==> src/cam_pkg.sv <==
`default_nettype none

package cam_pkg;

  localparam int sync_stages = 3;  // flops between camera pins and logic

  // format mode, picked by switches on the board
  typedef logic [2:0] cam_mode_t;

  localparam cam_mode_t mode_rgb444     = 3'd0;
  localparam cam_mode_t mode_rgb555     = 3'd1;
  localparam cam_mode_t mode_rgb565     = 3'd2;
  localparam cam_mode_t mode_yuv_first  = 3'd3;  // luma in first byte
  localparam cam_mode_t mode_yuv_second = 3'd4;  // this value and above

  // ------------------------------
  // two-byte pixel word, first byte in [15:8]
  typedef union packed {
    struct packed {
      logic [3:0] pad_a;
      logic [2:0] red;     // first 3:1
      logic       pad_b;
      logic [2:0] green;   // second 7:5
      logic       pad_c;
      logic [1:0] blue;    // second 3:2
      logic [1:0] pad_d;
    } rgb444;
    struct packed {
      logic       pad_a;
      logic [2:0] red;       // first 6:4
      logic [1:0] pad_b;
      logic [1:0] green_hi;  // first 1:0
      logic       green_lo;  // second 7
      logic [1:0] pad_c;
      logic [1:0] blue;      // second 4:3
      logic [2:0] pad_d;
    } rgb555;
    struct packed {
      logic [2:0] red;     // first 7:5
      logic [1:0] pad_a;
      logic [2:0] green;   // first 2:0, top of green only
      logic [2:0] pad_b;
      logic [1:0] blue;    // second 4:3
      logic [2:0] pad_c;
    } rgb565;
    struct packed {
      logic [7:0] first_y;
      logic [7:0] second_y;
    } yuv;
  } cam_word_u;

endpackage

`default_nettype wire

==> src/frame_pkg.sv <==
`default_nettype none

package frame_pkg;

  // ------------------------------
  // image geometry
  localparam int img_cols = 640;  // pixels per line
  localparam int img_rows = 480;  // lines per frame

  // 640*480 = 307200, fits in 19 bits
  localparam int addr_w = 19;

  typedef logic [addr_w-1:0] frame_addr_t;

  // rgb332 or 8 bit gray
  typedef logic [7:0] pixel_t;

  // ------------------------------
  // write side buffering
  localparam int fifo_depth = 4;  // keep a power of two

endpackage

`default_nettype wire

==> src/cam_capture_top.sv <==
`timescale 1ns/100ps
`default_nettype none

module cam_capture_top (
  input  logic                   rst,        // system clock
  input  logic                   clk,        // async reset, active high
  input  logic                   pclk,
  input  logic                   href,
  input  logic                   vsync,
  input  logic [7:0]             data,
  input  cam_pkg::cam_mode_t     mode,
  input  logic                   mem_ready,
  output logic                   mem_valid,
  output frame_pkg::frame_addr_t mem_addr,
  output frame_pkg::pixel_t      mem_data,
  output logic                   overflow
);

  import frame_pkg::*;

  logic       byte_strobe;
  logic [7:0] byte_data;
  logic       frame_start;
  logic       line_end;
  logic       line_idle;
  logic       pix_valid;
  pixel_t     pix_data;

  // ------------------------------
  cam_sync u_sync (
    .rst         (rst),
    .clk         (clk),
    .pclk        (pclk),
    .href        (href),
    .vsync       (vsync),
    .data        (data),
    .byte_strobe (byte_strobe),
    .byte_data   (byte_data),
    .frame_start (frame_start),
    .line_end    (line_end),
    .line_idle   (line_idle)
  );

  pixel_assembler u_asm (
    .rst         (rst),
    .clk         (clk),
    .mode        (mode),
    .byte_strobe (byte_strobe),
    .byte_data   (byte_data),
    .frame_start (frame_start),
    .line_idle   (line_idle),
    .pix_valid   (pix_valid),
    .pix_data    (pix_data)
  );

  frame_writer u_writer (
    .rst         (rst),
    .clk         (clk),
    .pix_valid   (pix_valid),
    .pix_data    (pix_data),
    .frame_start (frame_start),
    .line_end    (line_end),
    .mem_ready   (mem_ready),
    .mem_valid   (mem_valid),
    .mem_addr    (mem_addr),
    .mem_data    (mem_data),
    .overflow    (overflow)
  );

endmodule

`default_nettype wire

==> src/cam_sync.sv <==
`timescale 1ns/100ps
`default_nettype none

module cam_sync (
  input  logic       rst,          // system clock
  input  logic       clk,          // async reset, active high
  input  logic       pclk,         // camera byte clock
  input  logic       href,
  input  logic       vsync,
  input  logic [7:0] data,
  output logic       byte_strobe,
  output logic [7:0] byte_data,
  output logic       frame_start,
  output logic       line_end,
  output logic       line_idle
);

  import cam_pkg::*;

  localparam int last = sync_stages - 1;

  logic [sync_stages-1:0] pclk_sr;     // bit 0 is the newest sample
  logic [sync_stages-1:0] href_sr;
  logic [sync_stages-1:0] vsync_sr;
  logic [7:0]             data_sr [sync_stages];
  logic [3:0]             vsync_hist;  // synced vsync, older samples
  logic                   href_last;   // delayed href, one more cycle
  logic                   pclk_fall;
  logic                   vsync_up4;

  // ------------------------------
  // synchronizer chains
  always_ff @(posedge rst or posedge clk) begin
    if (clk) begin
      pclk_sr  <= '0;
      href_sr  <= '0;
      vsync_sr <= '0;
    end else begin
      pclk_sr  <= {pclk_sr[last-1:0], pclk};
      href_sr  <= {href_sr[last-1:0], href};
      vsync_sr <= {vsync_sr[last-1:0], vsync};
    end
  end

  always_ff @(posedge rst) begin
    data_sr[0] <= data;
    for (int i = 1; i < sync_stages; i++) begin
      data_sr[i] <= data_sr[i-1];
    end
  end

  assign pclk_fall = pclk_sr[last] & ~pclk_sr[last-1];  // high then low

  // vsync glitches last up to a few clocks, want four highs in a row
  assign vsync_up4 = (&vsync_hist[2:0]) & vsync_sr[last] & ~vsync_hist[3];

  // ------------------------------
  // strobes, all registered so they line up
  always_ff @(posedge rst or posedge clk) begin
    if (clk) begin
      vsync_hist  <= '0;
      href_last   <= 1'b0;
      byte_strobe <= 1'b0;
      frame_start <= 1'b0;
      line_end    <= 1'b0;
      line_idle   <= 1'b1;  // no line until href shows up
    end else begin
      vsync_hist  <= {vsync_hist[2:0], vsync_sr[last]};
      href_last   <= href_sr[last];
      byte_strobe <= pclk_fall & href_sr[last];  // bytes only inside a line
      frame_start <= vsync_up4;
      line_end    <= href_last & ~href_sr[last];  // never ahead of last pixel
      line_idle   <= ~href_sr[last];
    end
  end

  // byte sampled while pclk was still high
  always_ff @(posedge rst) begin
    if (pclk_fall) begin
      byte_data <= data_sr[last];
    end
  end

endmodule

`default_nettype wire

==> src/frame_writer.sv <==
`timescale 1ns/100ps
`default_nettype none

module frame_writer (
  input  logic                   rst,        // system clock
  input  logic                   clk,        // async reset, active high
  input  logic                   pix_valid,
  input  frame_pkg::pixel_t      pix_data,
  input  logic                   frame_start,
  input  logic                   line_end,
  input  logic                   mem_ready,
  output logic                   mem_valid,
  output frame_pkg::frame_addr_t mem_addr,
  output frame_pkg::pixel_t      mem_data,
  output logic                   overflow    // sticky, per frame
);

  import frame_pkg::*;

  localparam int ptr_w = $clog2(fifo_depth);

  frame_addr_t    line_base;  // pixels in all previous lines
  frame_addr_t    line_pos;   // pixel count in this line
  frame_addr_t    pix_addr;
  frame_addr_t    addr_mem [fifo_depth];
  pixel_t         data_mem [fifo_depth];
  logic [ptr_w:0] wr_ptr;     // extra bit tells full from empty
  logic [ptr_w:0] rd_ptr;
  logic           full;
  logic           push;
  logic           pop;

  assign pix_addr = line_base + line_pos;

  assign full = (wr_ptr[ptr_w] != rd_ptr[ptr_w]) &&
                (wr_ptr[ptr_w-1:0] == rd_ptr[ptr_w-1:0]);
  assign push = pix_valid & ~full;     // camera can't wait, drop on full
  assign pop  = mem_valid & mem_ready;

  // ------------------------------
  // addressing, fifo pointers, overflow
  always_ff @(posedge rst or posedge clk) begin
    if (clk) begin
      line_base <= '0;
      line_pos  <= '0;
      wr_ptr    <= '0;
      rd_ptr    <= '0;
      overflow  <= 1'b0;
    end else begin
      if (frame_start) begin
        line_base <= '0;
        line_pos  <= '0;
      end else if (line_end) begin
        // fixed stride, odd line lengths don't shift the next line
        line_base <= line_base + frame_addr_t'(img_cols);
        line_pos  <= '0;
      end else if (pix_valid) begin
        line_pos <= line_pos + 1'b1;
      end
      if (push) wr_ptr <= wr_ptr + 1'b1;
      if (pop) rd_ptr <= rd_ptr + 1'b1;
      if (frame_start) overflow <= 1'b0;
      else if (pix_valid && full) overflow <= 1'b1;
    end
  end

  always_ff @(posedge rst) begin
    if (push) begin
      addr_mem[wr_ptr[ptr_w-1:0]] <= pix_addr;
      data_mem[wr_ptr[ptr_w-1:0]] <= pix_data;
    end
  end

  // head of the fifo straight onto the port
  assign mem_valid = (wr_ptr != rd_ptr);
  assign mem_addr  = addr_mem[rd_ptr[ptr_w-1:0]];
  assign mem_data  = data_mem[rd_ptr[ptr_w-1:0]];

endmodule

`default_nettype wire

==> src/pixel_assembler.sv <==
`timescale 1ns/100ps
`default_nettype none

module pixel_assembler (
  input  logic               rst,          // system clock
  input  logic               clk,          // async reset, active high
  input  cam_pkg::cam_mode_t mode,         // format switches
  input  logic               byte_strobe,
  input  logic [7:0]         byte_data,
  input  logic               frame_start,
  input  logic               line_idle,
  output logic               pix_valid,
  output frame_pkg::pixel_t  pix_data
);

  import cam_pkg::*;
  import frame_pkg::*;

  cam_mode_t  mode_q;    // mode of the running frame
  logic       second;    // next byte closes a pixel
  logic [7:0] first_q;   // held first byte
  cam_word_u  word;
  pixel_t     pix_dec;

  // ------------------------------
  // decode through the union views
  function automatic pixel_t decode(cam_mode_t m, cam_word_u w);
    pixel_t p;
    case (m)
      mode_rgb444: begin
        p = {w.rgb444.red, w.rgb444.green, w.rgb444.blue};
      end
      mode_rgb555: begin
        p = {w.rgb555.red, w.rgb555.green_hi, w.rgb555.green_lo,
             w.rgb555.blue};
      end
      mode_rgb565: begin
        p = {w.rgb565.red, w.rgb565.green, w.rgb565.blue};
      end
      mode_yuv_first: begin
        p = w.yuv.first_y;
      end
      default: begin
        p = w.yuv.second_y;  // modes 4..7 all take the second byte
      end
    endcase
    return p;
  endfunction

  assign word    = {first_q, byte_data};  // first byte on top
  assign pix_dec = decode(mode_q, word);

  // ------------------------------
  // byte phase and mode latch
  always_ff @(posedge rst or posedge clk) begin
    if (clk) begin
      mode_q    <= mode_rgb444;
      second    <= 1'b0;
      pix_valid <= 1'b0;
    end else begin
      pix_valid <= 1'b0;
      if (frame_start) begin
        mode_q <= mode;  // switch changes wait for a new frame
        second <= 1'b0;
      end else if (byte_strobe) begin
        second    <= ~second;
        pix_valid <= second;  // pulse after the closing byte
      end else if (line_idle) begin
        second <= 1'b0;  // realign at every line
      end
    end
  end

  // payload registers
  always_ff @(posedge rst) begin
    if (byte_strobe && !second) begin
      first_q <= byte_data;
    end
    if (byte_strobe && second) begin
      pix_data <= pix_dec;
    end
  end

endmodule

`default_nettype wire
==> config.mk <==
export PLATFORM = sky130hd
export DESIGN_NAME = cam_capture_top
export DESIGN_NICKNAME = d
export VERILOG_FILES = /design/src/cam_pkg.sv /design/src/frame_pkg.sv /design/src/cam_capture_top.sv /design/src/cam_sync.sv /design/src/frame_writer.sv /design/src/pixel_assembler.sv
export SDC_FILE = /design/constraint.sdc
export NUM_CORES = 1
export LEC_CHECK = 0
export BUFFER_PORTS_ARGS = -buffer_cell sky130_fd_sc_hd__buf_2
export CORE_AREA = 4 4 124 126
export DETAILED_ROUTE_END_ITERATION = 8
export DIE_AREA = 0 0 128 130
export PLACE_DENSITY = 0.78
export SLEW_MARGIN = 10
export SYNTH_ARGS = -nofsm -noshare
export SYNTH_HDL_FRONTEND = slang
export SYNTH_HIERARCHICAL = 1
export SYNTH_SLANG_ARGS = --single-unit
==> constraint.sdc <==
create_clock -name rst -period 2.75 [get_ports rst]
set_input_delay 0.1375 -clock rst [delete_from_list [all_inputs] [get_ports rst]]
set_output_delay 0.1375 -clock rst [all_outputs]
set_load 0.005 [all_outputs]
### Word-level counts from Yosys, hierarchy flattened

Memory sizes are Yosys's and may differ from the RTL's. A register that Yosys moved wholly into a read port is not among the register bits.
Index checks and enable logic that the tools add are counted.

* register bits: 84
* RAM bits: 132
* bits of input ports: 17
* output and inout port bits: 29
* word-level logic and storage cells: 71
* memories kept: 3

* add/subtract/negate cells: 5
* equal/unequal tests: 6
* mux-type cells: 15
* bitwise logic cells: 12
* reduce and logical (&&, ||, !) cells: 11

Memory list
* u_writer.addr_mem: depth 4, bits a word 19, read ports 1, clocked after memory_dff 0, wr ports 1, RTL line frame_writer.sv:25 `frame_addr_t addr_mem [fifo_depth];`
* u_writer.data_mem: depth 4, bits a word 8, read ports 1, clocked after memory_dff 0, wr ports 1, RTL line frame_writer.sv:26 `pixel_t data_mem [fifo_depth];`
* u_sync.data_sr: depth 3, bits a word 8, read ports 3, clocked after memory_dff 1, wr ports 3, RTL line cam_sync.sv:25 `logic [7:0] data_sr [sync_stages];`

Operator list (count)
* $mux W19: 5
* $pmux W8 S4: 1
* $add A19 B1 Y19 const B: 1
* $add A19 B10 Y19 const B: 1
* $add A19 B19 Y19: 1
* $mux W1: 9
* $and A1 B1 Y1: 7
* $add A3 B1 Y3 const B: 2
* $eq A3 B2 Y1 const B: 2
* $reduce_bool A3 Y1: 2
* $not A1 Y1: 5
* $logic_and A1 B1 Y1: 4
* $reduce_bool A2 Y1: 2
* $eq A3 B1 Y1 const B: 1
* $logic_not A3 Y1: 1
* $ne A3 B3 Y1: 1
* $reduce_and A3 Y1: 1
* $eq A2 B2 Y1: 1
* $logic_not A1 Y1: 1
* $ne A1 B1 Y1: 1

### Longest topological paths before layout

Gate-level depths: netlist of the first run.

* depth after elaboration: 6
* gate-level depth with buffers: 6
* gate-level depth less buffers: 6

### Modules after synthesis

The synthesis of the first run kept the hierarchy.

Modules (own cells, without submodules)
* frame_writer: instances 1, cells each 394, area an instance 6266.0 um2
* cam_sync: instances 1, cells each 57, area an instance 1217.4 um2
* pixel_assembler: instances 1, cells each 69, area an instance 963.4 um2

### Worst setup path before layout of the first run

No wires, ideal clock.

* kind: reg2reg
* start point: reg u_writer.line_pos[10]
* end point: mem u_writer/addr_mem[0][17] in the netlist's numbering (data pin)
* library setup time: 0.217 ns
* arrival: 1.805 ns
* required time: 2.533 ns
* path slack: 0.728 ns
* stages on the path, launching flop included: 7
* clock period less this slack: 2.022 ns
* cells stage by stage: dfrtp_1 -> ha_1 -> nand2_1 -> or3b_1 -> a21oi_2 -> o21ai_0 -> a211oi_1

* cells in the longest elaborated chain, start to end: 1

Ends and longest elaborated chain
* start: declaration: RTL line frame_writer.sv:23 `frame_addr_t line_pos;`
* start signal: assignment: RTL line frame_writer.sv:58 `line_pos <= line_pos + 1'b1;`
* $add A19 B19 Y19: RTL line frame_writer.sv:33 `assign pix_addr = line_base + line_pos;`
* via u_writer.pix_addr[17]: RTL line frame_writer.sv:24 `frame_addr_t pix_addr;`
* end: declaration: RTL line frame_writer.sv:25

The timed path passes the listed nets, and every way through them passes these cells.

### Worst setup path in the final report of the first run

* start point: reg u_writer.line_base[12]
* end point: mem u_writer/addr_mem[1][16] in the netlist's numbering (data pin)

* cells in the longest elaborated chain, start to end: 1

Ends and longest elaborated chain
* start: declaration: RTL line frame_writer.sv:22 `frame_addr_t line_base;`
* start signal: assignment: RTL line frame_writer.sv:55 `line_base <= line_base + frame_addr_t'(img_cols);`
* $add A19 B19 Y19: RTL line frame_writer.sv:33
* via u_writer.pix_addr[16]: RTL line frame_writer.sv:24

The timed path passes the listed nets, and every way through them passes these cells.

==> results.toml, run 1 <==
[cts]
cts_buffers = 22
cts_root_buffer = "clkbuf_16"
cts_tree = "built"
htree_levels = 1
cts_setup_buffers = 0
cts_resized = 0
cts.clk_slew.worst_paths_ns = 0.06
clockBufferDepth = 3
cts_hold_buffers = 16
clkSinkCount = 217
clkLatencyLatePin_ns = 0.50

[global_routing]
grt_pass1_vias = 4691
antenna_found_initial = 0
grt_max_degree = 30
grt_pass1_wl_mm = 23.7
grtUsageTotal = 0.180
grt_remaining_overflow = 0

[place]
port-buffer-count = 45
routabilityCongestion = 0.838
dp_hpwl_mm = 9.10

[worst_setup_path]
critPathKind = "reg -> reg"
crit_chain = "ha_1 -> a21oi_1 -> o211ai_1 -> a221oi_1 -> nor2_1 -> a211oi_1"
reg2reg_from = "u_writer/line_base[12]"
slowest_stage = "dfrtp_1"
r2r_slack_ns = 0.38
max_stage_delay_ns = 0.44
r2r_end = "u_writer/addr_mem[1][16]"
critPathArrivalTime_ns = 2.62
cpLargestDelayFamily = "compound AO/OA/AOI/OAI gates"
cp_num_buf_inv = 0
worstPathRequired_ns = 3.01
critPathMaxFanout = 6
worst_setup_path_start_kind = "flop"
r2r_cells = 6
endpoint_kind = "flop"

[layout]
n_antenna_cell = 0
drive_gt1_frac = 0.230
syn_to_final_growth_pct = 15.6
fillers = 925
fin_nets = 627
finish.utilization = 0.682

[floorplan]
rows = 44
die_w_um = 128
die_area_um2 = 16600
initial_core_util = 0.590
die_y_um = 130
core_area_um2 = 14300
ioPinCount = 46

[routing]
drt_iter0_drc = 395
drc = 0
vias = 4444
post_drt_wl_per_cell_um = 18.1
drtPass1Iterations = 5
routed_via_density = 5.61
drt-total-wl_mm = 14.3
antenna_left = 0

[outcome]
status = "completed"

[timing]
finalCritPeriodShare = 0.861
rsz0062_at_grt = "no"
maxSlewViolCount = 0
setup_violations = 0
finalHoldViolations = 0
tns_ns = 0
maxSlewHeadroom = 0.535
hold_ws_ns = 0.133
min_period_ns = 2.37
worstMarginPinSlew_ns = 0.697
clock_skew_ns = 0.00903
max_freq_mhz = 423

[synth]
synth_cell_types = 46
synth_area_um2 = 8450
ys_seq_area_frac = 0.707
postSynthAreaPerCell_um2 = 16.2
ys_seq_elements = 217
synth_nets = 555
synth_cells = 520
synth-warning-count = 6

[power_and_ir_drop]
powerDensity_nw_per_um2 = 835
irDropWorstVdd_v = 0.000625
power_leakage_nw = 3.72

[job]
cap_violations = 0

[hold_path]
hp-class = "in -> async"
report_power, final:
group | internal, mW | switching, mW | total [mW]
Sequential | 3.67 | 0.166 | 3.84
Combinational | 0.715 | 0.697 | 1.41
Clock | 1.70 | 1.20 | 2.90
tightest hold or removal path, delay by kind of cell:
family                 cells  cell delay [ns]
buffers and inverters      3             0.87
metrics by stage:
stage,instances,instance area (um2),total power [mW],worst slack (ns)
floorplan,520,8450,4.90,0.728
global placement,736,8880,5.26,0.590
detailed placement,736,8880,5.32,0.438
CTS,792,9760,8.23,0.407
global route,792,9760,8.55,0.242
finish,792,9760,8.15,0.383
cells in the final DEF, fill, tap and decap left out, types with 3 or more instances in the layout:
master,instances
edfxtp_1,132
dfrtp_1,59
buf_2,45
nor2_1,37
mux4_2,28
nand2_1,25
dfxtp_1,24
xnor2_1,24
clkbuf_16,23
xor2_1,19
ha_1,18
dlygate4sd3_1,16
inv_1,14
a21oi_1,13
nand3_1,13
o21ai_0,10
mux2i_1,9
mux2_2,8
nor2b_1,8
buf_4,7
and2_1,6
and3_1,6
clkinv_2,5
nand4_1,5
or3_1,4
nor3_1,4
o211ai_1,3
nor4_2,3
a21o_1,3
area by class of cell:
type | count | area, um2 | area share
timing repair buffer | 69 | 458 | 0.0469
inverter | 14 | 52.6 | 0.00538
tap | 184 | 230 | 0.0236
multi-input combinational | 268 | 2320 | 0.238
clock buffer | 27 | 612 | 0.0627
clock inverter | 13 | 114 | 0.0117
sequential | 217 | 5970 | 0.612
kinds of logic after synthesis:
family          Yosys count  synth area share
compound gates           43            0.0329
xor+xnor                 43            0.0446
fa+ha+maj                18            0.0267
buf+inv                  35            0.0179
flops                   217             0.707
mux                      45            0.0960
simple gates            119            0.0750
Yosys cell counts, drive strengths merged:
cell type	instances	area (um2)
xor2	19	166
mux2i	9	90.1
nor2	37	139
or3b	1	8.76
dfstp	1	26.3
or3	4	25.0
a21o	3	22.5
dfrtp	60	1500
nor3	4	20.0
mux4	28	631
o211a	1	10.0
a221oi	2	17.5
a211o	1	8.76
and3	6	37.5
nand3	13	65.1
nand2b	1	6.26
o21a	1	7.51
buf	10	57.6
a211oi	2	15.0
and2	6	37.5
a21oi	15	82.6
xnor2	24	210
a2111oi	1	8.76
a31oi	2	12.5
nor2b	9	58.8
nand2	25	93.8
clkbuf	11	41.3
o21ai	10	50.1
a222oi	2	20.0
and4	1	11.3
nand4	7	73.8
or2	1	6.26
mux2	8	90.1
ha	18	225
inv	14	52.6
nor4	3	37.5
edfxtp	132	3960
o211ai	3	22.5
dfxtp	24	480
and4bb	1	12.5
worst max path at each step:
| stage | slack (ns) | depth (start not counted) | end | start |
|---|---|---|---|---|
| 4_1_cts | 0.41 | 3 | mem_addr[16] | u_writer/rd_ptr[0] |
| 6_report | 0.38 | 6 | u_writer/addr_mem[1][16] | u_writer/line_base[12] |
| 2_1_floorplan | 0.73 | 6 | u_writer/addr_mem[0][17] | u_writer/line_pos[10] |
| 3_5_place_dp | 0.44 | 6 | u_writer/addr_mem[0][16] | u_writer/line_base[8] |
| 5_1_grt | 0.24 | 6 | u_writer/addr_mem[3][16] | u_writer/line_base[8] |
| 3_3_place_gp | 0.59 | 6 | u_writer/addr_mem[0][16] | u_writer/line_base[8] |
flip-flops by register name (all words and copies together), names as in the netlist, 3 cells and up:
signal              count
u_asm/first_q           8
u_asm/mode_q            3
u_asm/pix_data          8
u_sync/byte_data        8
u_sync/data_sr         24
u_sync/href_sr          3
u_sync/pclk_sr          3
u_sync/vsync_hist       4
u_sync/vsync_sr         3
u_writer/addr_mem      76
u_writer/data_mem      32
u_writer/line_base     12
u_writer/line_pos      19
u_writer/rd_ptr         3
u_writer/wr_ptr         3
per-layer routing:
metal	up-vias	GRT usage	part of all wire
met5	-	0	0
met2	139	0.301	0.51
met4	0	0.0605	0.021
met3	25	0.0319	0.052
met1	2208	0.241	0.42
li1	2072	-	-
(Power assumes the default switching activity.)
==> inputs of run 2 (changes only) <==
--- a/config.mk
+++ b/config.mk
@@ -5,11 +5,12 @@
 export SDC_FILE = /design/constraint.sdc
 export NUM_CORES = 1
 export LEC_CHECK = 0
-export BUFFER_PORTS_ARGS = -buffer_cell sky130_fd_sc_hd__buf_2
+export BUFFER_PORTS_ARGS = -buffer_cell sky130_fd_sc_hd__buf_4
 export CORE_AREA = 4 4 124 126
 export DETAILED_ROUTE_END_ITERATION = 8
 export DIE_AREA = 0 0 128 130
 export PLACE_DENSITY = 0.78
+export REMOVE_ABC_BUFFERS = 1
 export SLEW_MARGIN = 10
 export SYNTH_ARGS = -nofsm -noshare
 export SYNTH_HDL_FRONTEND = slang
==> run 2 against run 1 <==
Clock power fell by 9.7%. Register-to-register slack better by 0.02 ns. Flip-flop and latch count stayed put. Critical path type unchanged. Largest cell class unchanged. Largest power group unchanged.
==> results.toml, run 2 (synthesized netlist as in run 1, its figures left out) <==
[worst_setup_path]
crit_chain = "ha_1 -> a21oi_2 -> o211ai_1 -> a221oi_1 -> nor2_1 -> a211oi_1"
max_stage_delay_ns = 0.42
worstPathRequired_ns = 2.99
r2r_slack_ns = 0.41
critPathKind = "reg -> reg"
worst_setup_path_start_kind = "flop"
slowest_stage = "dfrtp_1"
endpoint_kind = "flop"
cpLargestDelayFamily = "compound AO/OA/AOI/OAI gates"
critPathArrivalTime_ns = 2.58
critPathMaxFanout = 5
cp_num_buf_inv = 0

[timing]
max_freq_mhz = 427
min_period_ns = 2.34
worstMarginPinSlew_ns = 0.647
setup_slack_ns = 0.406
finalHoldViolations = 0
finalCritPeriodShare = 0.852
setup_violations = 0
clock_skew_ns = 0.0191
tns_ns = 0
rsz0062_at_grt = "no"
maxSlewViolCount = 0
hold_ws_ns = 0.149
maxSlewHeadroom = 0.568

[routing]
antenna_left = 0
vias = 4467
drtPass1Iterations = 5
post_drt_wl_per_cell_um = 18.7
routed_via_density = 5.65
drt_iter0_drc = 367
drt-total-wl_mm = 14.8
drc = 0

[layout]
final_cell_mix = "132 x edfxtp_1, 59 x dfrtp_1, 54 x buf_4, 37 x nor2_1, 28 x mux4_2"
syn_to_final_growth_pct = 15.8
final_common_cell = "edfxtp_1"
fin_nets = 627
n_antenna_cell = 0
finish.utilization = 0.683
drive_gt1_frac = 0.219
final_cell_area_um2 = 9780
largest_register_ffs = 76

[floorplan]
die_w_um = 128
ioPinCount = 46
rows = 44
die_y_um = 130
initial_core_util = 0.590
die_area_um2 = 16600
core_area_um2 = 14300

[power_and_ir_drop]
power_frac_clock = 0.328
power_leakage_nw = 3.72
p_sw_mw = 1.98
p_comb_frac = 0.192
seqPwrFrac = 0.480
irDropWorstVdd_v = 0.000592
swShare = 0.248
powerDensity_nw_per_um2 = 818
internal_power_mw = 6.02

[global_routing]
grt_pass1_wl_mm = 24.6
grt_pass1_vias = 4628
grt_max_degree = 30
grtUsageTotal = 0.189
grt_remaining_overflow = 0
antenna_found_initial = 0

[cts]
cts_tree = "built"
clkLatencyLatePin_ns = 0.49
cts.clk_slew.worst_paths_ns = 0.06
clockBufferDepth = 3
cts_setup_buffers = 0
cts_root_buffer = "clkbuf_16"
clkSinkCount = 217
htree_levels = 1
cts_buffers = 21

[place]
placed_area_um2 = 8980
pre_cts_ws_ns = 0.467
dp_hpwl_mm = 9.16
port-buffer-count = 45
routabilityCongestion = 0.877

[outcome]
status = "completed"

[job]
cap_violations = 0

[hold_path]
hp-class = "in -> async"
## run 2: cell count changes in the layout (fill, tap and decap cells not counted), sizes merged
| cell | previous run | this run |
|---|---|---|
| clkinv | 8 | 7 |
| buf | 53 | 54 |
| clkinvlp | 2 | 1 |
| inv | 16 | 14 |
| clkbuf | 27 | 28 |
## run 2: worst paths after layout
kind                                                  to                  start  depth (start not counted)
worst max register to register  u_writer/addr_mem[3][16]  u_writer/line_base[8]                          6
max in group asynchronous           u_writer/line_pos[6]                    clk                          4
worst min-delay path                     u_asm/mode_q[2]                    clk                          3
worst max-delay path            u_writer/addr_mem[3][16]  u_writer/line_base[8]                          6
min in group rst                    u_sync/data_sr[0][2]                data[2]                          2
worst min register to register      u_sync/data_sr[2][5]   u_sync/data_sr[1][5]                          0
## run 2: cell type report
| type | count | area (um2) |
|---|---|---|
| Timing Repair Buffer | 70 | 566 |
| Clock buffer | 28 | 563 |
| Clock inverter | 9 | 70.1 |
| Multi-Input combinational cell | 268 | 2320 |
| Tap cell | 184 | 230 |
| Sequential cell | 217 | 5970 |
| Fill cell | 956 | 4540 |
| Inverter | 14 | 52.6 |
## run 2: power groups by stage
stage	Combinational, mW	Clock (mW)	Sequential (mW)
after floorplan	0.847	0	4.00
after detailed placement	1.54	0	3.90
after global placement	1.49	0	3.88
after global routing	1.71	2.86	3.86
after CTS	1.57	2.69	3.84
final	1.54	2.62	3.84
## run 2: timing repair
item	CTS	global route
hold endpoints to repair	38	0
hold buffers	16	0
resized for setup	0	0
endpoints found under the setup margin	0	0
## run 2: metal layers
metal,vias to the layer above,share of wire,global-route usage
met3,16,0.046,0.0295
met2,106,0.53,0.331
met4,0,0.012,0.0375
met5,-,0,0
li1,2068,-,-
met1,2277,0.42,0.255
## run 2: stage by stage
step,cells,power (mW)
finish,790,8.00
global placement,737,5.37
CTS,790,8.11
global route,790,8.42
detailed placement,737,5.44
floorplan,499,4.85
## run 2: worst register-to-register path: cells and delay by family, from the launching register on
family / cells / cell delay (ns)
AO/OA/AOI/OAI: 4 / 1.24
flip-flops: 1 / 0.42
adder cells (fa/ha/maj): 1 / 0.36
AND/OR/NAND/NOR: 1 / 0.08
==> inputs of run 3 (changes only) <==
--- a/config.mk
+++ b/config.mk
@@ -5,11 +5,12 @@
 export SDC_FILE = /design/constraint.sdc
 export NUM_CORES = 1
 export LEC_CHECK = 0
+export ABC_AREA = 1
 export BUFFER_PORTS_ARGS = -buffer_cell sky130_fd_sc_hd__buf_4
-export CORE_AREA = 4 4 124 126
+export CORE_AREA = 4 4 126 128
 export DETAILED_ROUTE_END_ITERATION = 8
-export DIE_AREA = 0 0 128 130
-export PLACE_DENSITY = 0.78
+export DIE_AREA = 0 0 130 132
+export PLACE_DENSITY_LB_ADDON = 0.08
 export REMOVE_ABC_BUFFERS = 1
 export SLEW_MARGIN = 10
 export SYNTH_ARGS = -nofsm -noshare
==> run 3 against run 2 <==
Die area up 3.1%. Routed wire length rose by 13%. Via count grew 30%. Register-to-register slack better by 0.39 ns. Sequential share of layout area is 2.9 points lower. Synthesized cell count grew 50%. Clock power up 18%. Sequential power grew 2%. Fmax fell by 0.60%. Power is 14% higher. Largest power group unchanged.
==> results.toml, run 3 <==
[timing]
max_freq_mhz = 424
finalHoldViolations = 0
tns_ns = 0
finalCritPeriodShare = 0.857
worstMarginPinSlew_ns = 0.642
maxSlewViolCount = 0
rsz0062_at_grt = "no"
clock_skew_ns = 0.0143
min_period_ns = 2.36
maxSlewHeadroom = 0.572
setup_slack_ns = 0.392
setup_violations = 0

[global_routing]
grt_remaining_overflow = 0
grt_pass1_wl_mm = 28.1
grt_max_degree = 56
grtUsageTotal = 0.201
grt_pass1_vias = 5777
antenna_found_initial = 0

[place]
routabilityCongestion = 0.863
port-buffer-count = 45
dp_hpwl_mm = 11.1
placed_area_um2 = 9320
pre_cts_ws_ns = 0.651

[outcome]
status = "completed"

[layout]
final_cell_mix = "132 x edfxtp_1, 104 x nor2_1, 102 x nand2_1, 76 x o21ai_0, 60 x dfrtp_1"
fin_nets = 880
syn_to_final_growth_pct = 16.6
final_cell_area_um2 = 10300
drive_gt1_frac = 0.142
finish.utilization = 0.691
final_common_cell = "edfxtp_1"
largest_register_ffs = 76
n_antenna_cell = 0
multi_input_area_um2 = 2480
fillers = 1115
regArea_um2 = 5970

[routing]
drt-total-wl_mm = 16.8
drt_iter0_drc = 431
drc = 0
routed_via_density = 5.53
antenna_left = 0
drtPass1Iterations = 5
post_drt_wl_per_cell_um = 16.0
vias = 5810

[hold_path]
hp-class = "in -> async"

[worst_setup_path]
worst_setup_path_start_kind = "flop"
reg2reg_from = "u_writer/rd_ptr[2]"
endpoint_kind = "output pin"
worstPathRequired_ns = 2.61
startpoint = "u_writer/rd_ptr[0]"
critPathArrivalTime_ns = 2.22
critPathMaxFanout = 35
critPathKind = "reg -> out"

[cts]
clkLatencyLatePin_ns = 0.50
cts_buffers = 23
clkSinkCount = 217
cts.clk_slew.worst_paths_ns = 0.06
cts_root_buffer = "clkbuf_16"
clockBufferDepth = 3
cts_tree = "built"
htree_levels = 1
cts_setup_buffers = 0

[synth]
synthTopCellsByArea = "edfxtp_1 45%, dfrtp_1 17%, dfxtp_1 5.5%"
yosysTopAreaCell = "edfxtp_1"
ys_seq_area_frac = 0.678
synth_area_um2 = 8800
synth.top_cell.area_share = 0.450
synth_cells = 778
ys.flop_type = "edfxtp_1"
ys_seq_elements = 217
synth-warning-count = 6
async_reset_ff_frac = 0.281
postSynthAreaPerCell_um2 = 11.3
synth_edf_count = 132
netlist_top_cells_count = "132 x edfxtp_1, 108 x nor2_1, 102 x nand2_1, 76 x o21ai_0, 60 x dfrtp_1"
synth.most_common_cell = "edfxtp_1"
synth_cell_types = 38

[floorplan]
die_w_um = 130
die_area_um2 = 17200
core_area_um2 = 14900
initial_core_util = 0.592
ioPinCount = 46
die_y_um = 132
rows = 45

[power_and_ir_drop]
powerDensity_nw_per_um2 = 891
p_comb_frac = 0.236
irDropWorstVdd_v = 0.000648
swShare = 0.291
p_sw_mw = 2.67
power_leakage_nw = 4.15
internal_power_mw = 6.48
power_frac_clock = 0.337
seqPwrFrac = 0.427

[job]
cap_violations = 0
-- run 3: cell count changes in the layout (fill, tap and decap cells not counted), sizes merged, moves of 9 or more --
cell | before | now
mux2i | 9 | 0
xnor2 | 24 | 12
nor2 | 37 | 118
mux4 | 28 | 0
xor2 | 19 | 6
o22ai | 0 | 27
nand4 | 7 | 20
nand3 | 13 | 39
o21ai | 10 | 76
nor2b | 9 | 0
a21oi | 15 | 34
nand2 | 25 | 103
inv | 14 | 59
-- run 3: path summary, 6_finish.rpt --
path / endpoint / slack, ns / cells past startpoint
worst max register to register: u_writer/addr_mem[0][16] / 0.80 / 5
worst min-delay path: u_asm/second / 0.11 / 3
worst min register to register: u_sync/data_sr[1][4] / 0.33 / 0
min in group rst: u_sync/data_sr[0][0] / 0.28 / 2
max in group asynchronous: u_writer/rd_ptr[0] / 2.03 / 4
worst max-delay path: mem_data[5] / 0.39 / 5
-- run 3: layout make-up --
cell class                 count  area share
timing repair buffer          72      0.0566
sequential                   217       0.582
clock buffer                  27      0.0626
clock inverter                15      0.0134
tap                          188      0.0229
inverter                      56      0.0211
multi-input combinational    475       0.242
-- run 3: power by group through the flow --
| stage | clock [mW] | combinational, mW | sequential, mW |
|---|---|---|---|
| after floorplan | 0 | 1.14 | 3.99 |
| after global placement | 0 | 2.08 | 3.95 |
| after detailed placement | 0 | 2.15 | 3.96 |
| after CTS | 3.15 | 2.18 | 3.90 |
| after global routing | 3.29 | 2.43 | 3.93 |
| final | 3.08 | 2.16 | 3.90 |
-- run 3: cells by family after synthesis --
logic type | Yosys count | synth area share
xor gates and xnor gates | 18 | 0.0179
AOI/OAI and AO/OA | 141 | 0.0848
muxes | 1 | 0.00128
adders and majority gates | 18 | 0.0256
DFF | 217 | 0.678
and+or+nand+nor | 297 | 0.151
buffers and inverters | 86 | 0.0411
-- run 3: what timing repair did --
item,4_1_cts,5_1_grt
setup endpoints to repair,0,13
hold buffers,16,0
resized for setup,0,1
hold endpoints to repair,76,0
-- run 3: per-stage QoR --
stage / instances / hold WS (ns) / power (mW)
floorplan: 748 / -0.0840 / 5.14
global placement: 992 / 0.0716 / 6.03
detailed placement: 992 / 0.0863 / 6.11
CTS: 1050 / 0.101 / 9.22
global route: 1050 / 0.132 / 9.65
finish: 1050 / 0.105 / 9.15
-- run 3: per-layer routing --
layer,wire length [um],vias to the layer above,GRT usage,share of wire
met5,0,-,0,0
met4,326,0,0.0577,0.019
met3,895,28,0.0259,0.053
met2,8240,172,0.329,0.49
met1,7300,2766,0.285,0.44
li1,-,2844,-,-
-- run 3: worst max-delay path, stage by stage, from the launching register on --
cell and delay (ns):
dfrtp_1 0.42, clkinvlp_4 0.48, buf_4 0.37, o21ai_0 0.19, o22ai_1 0.10, buf_4 0.14
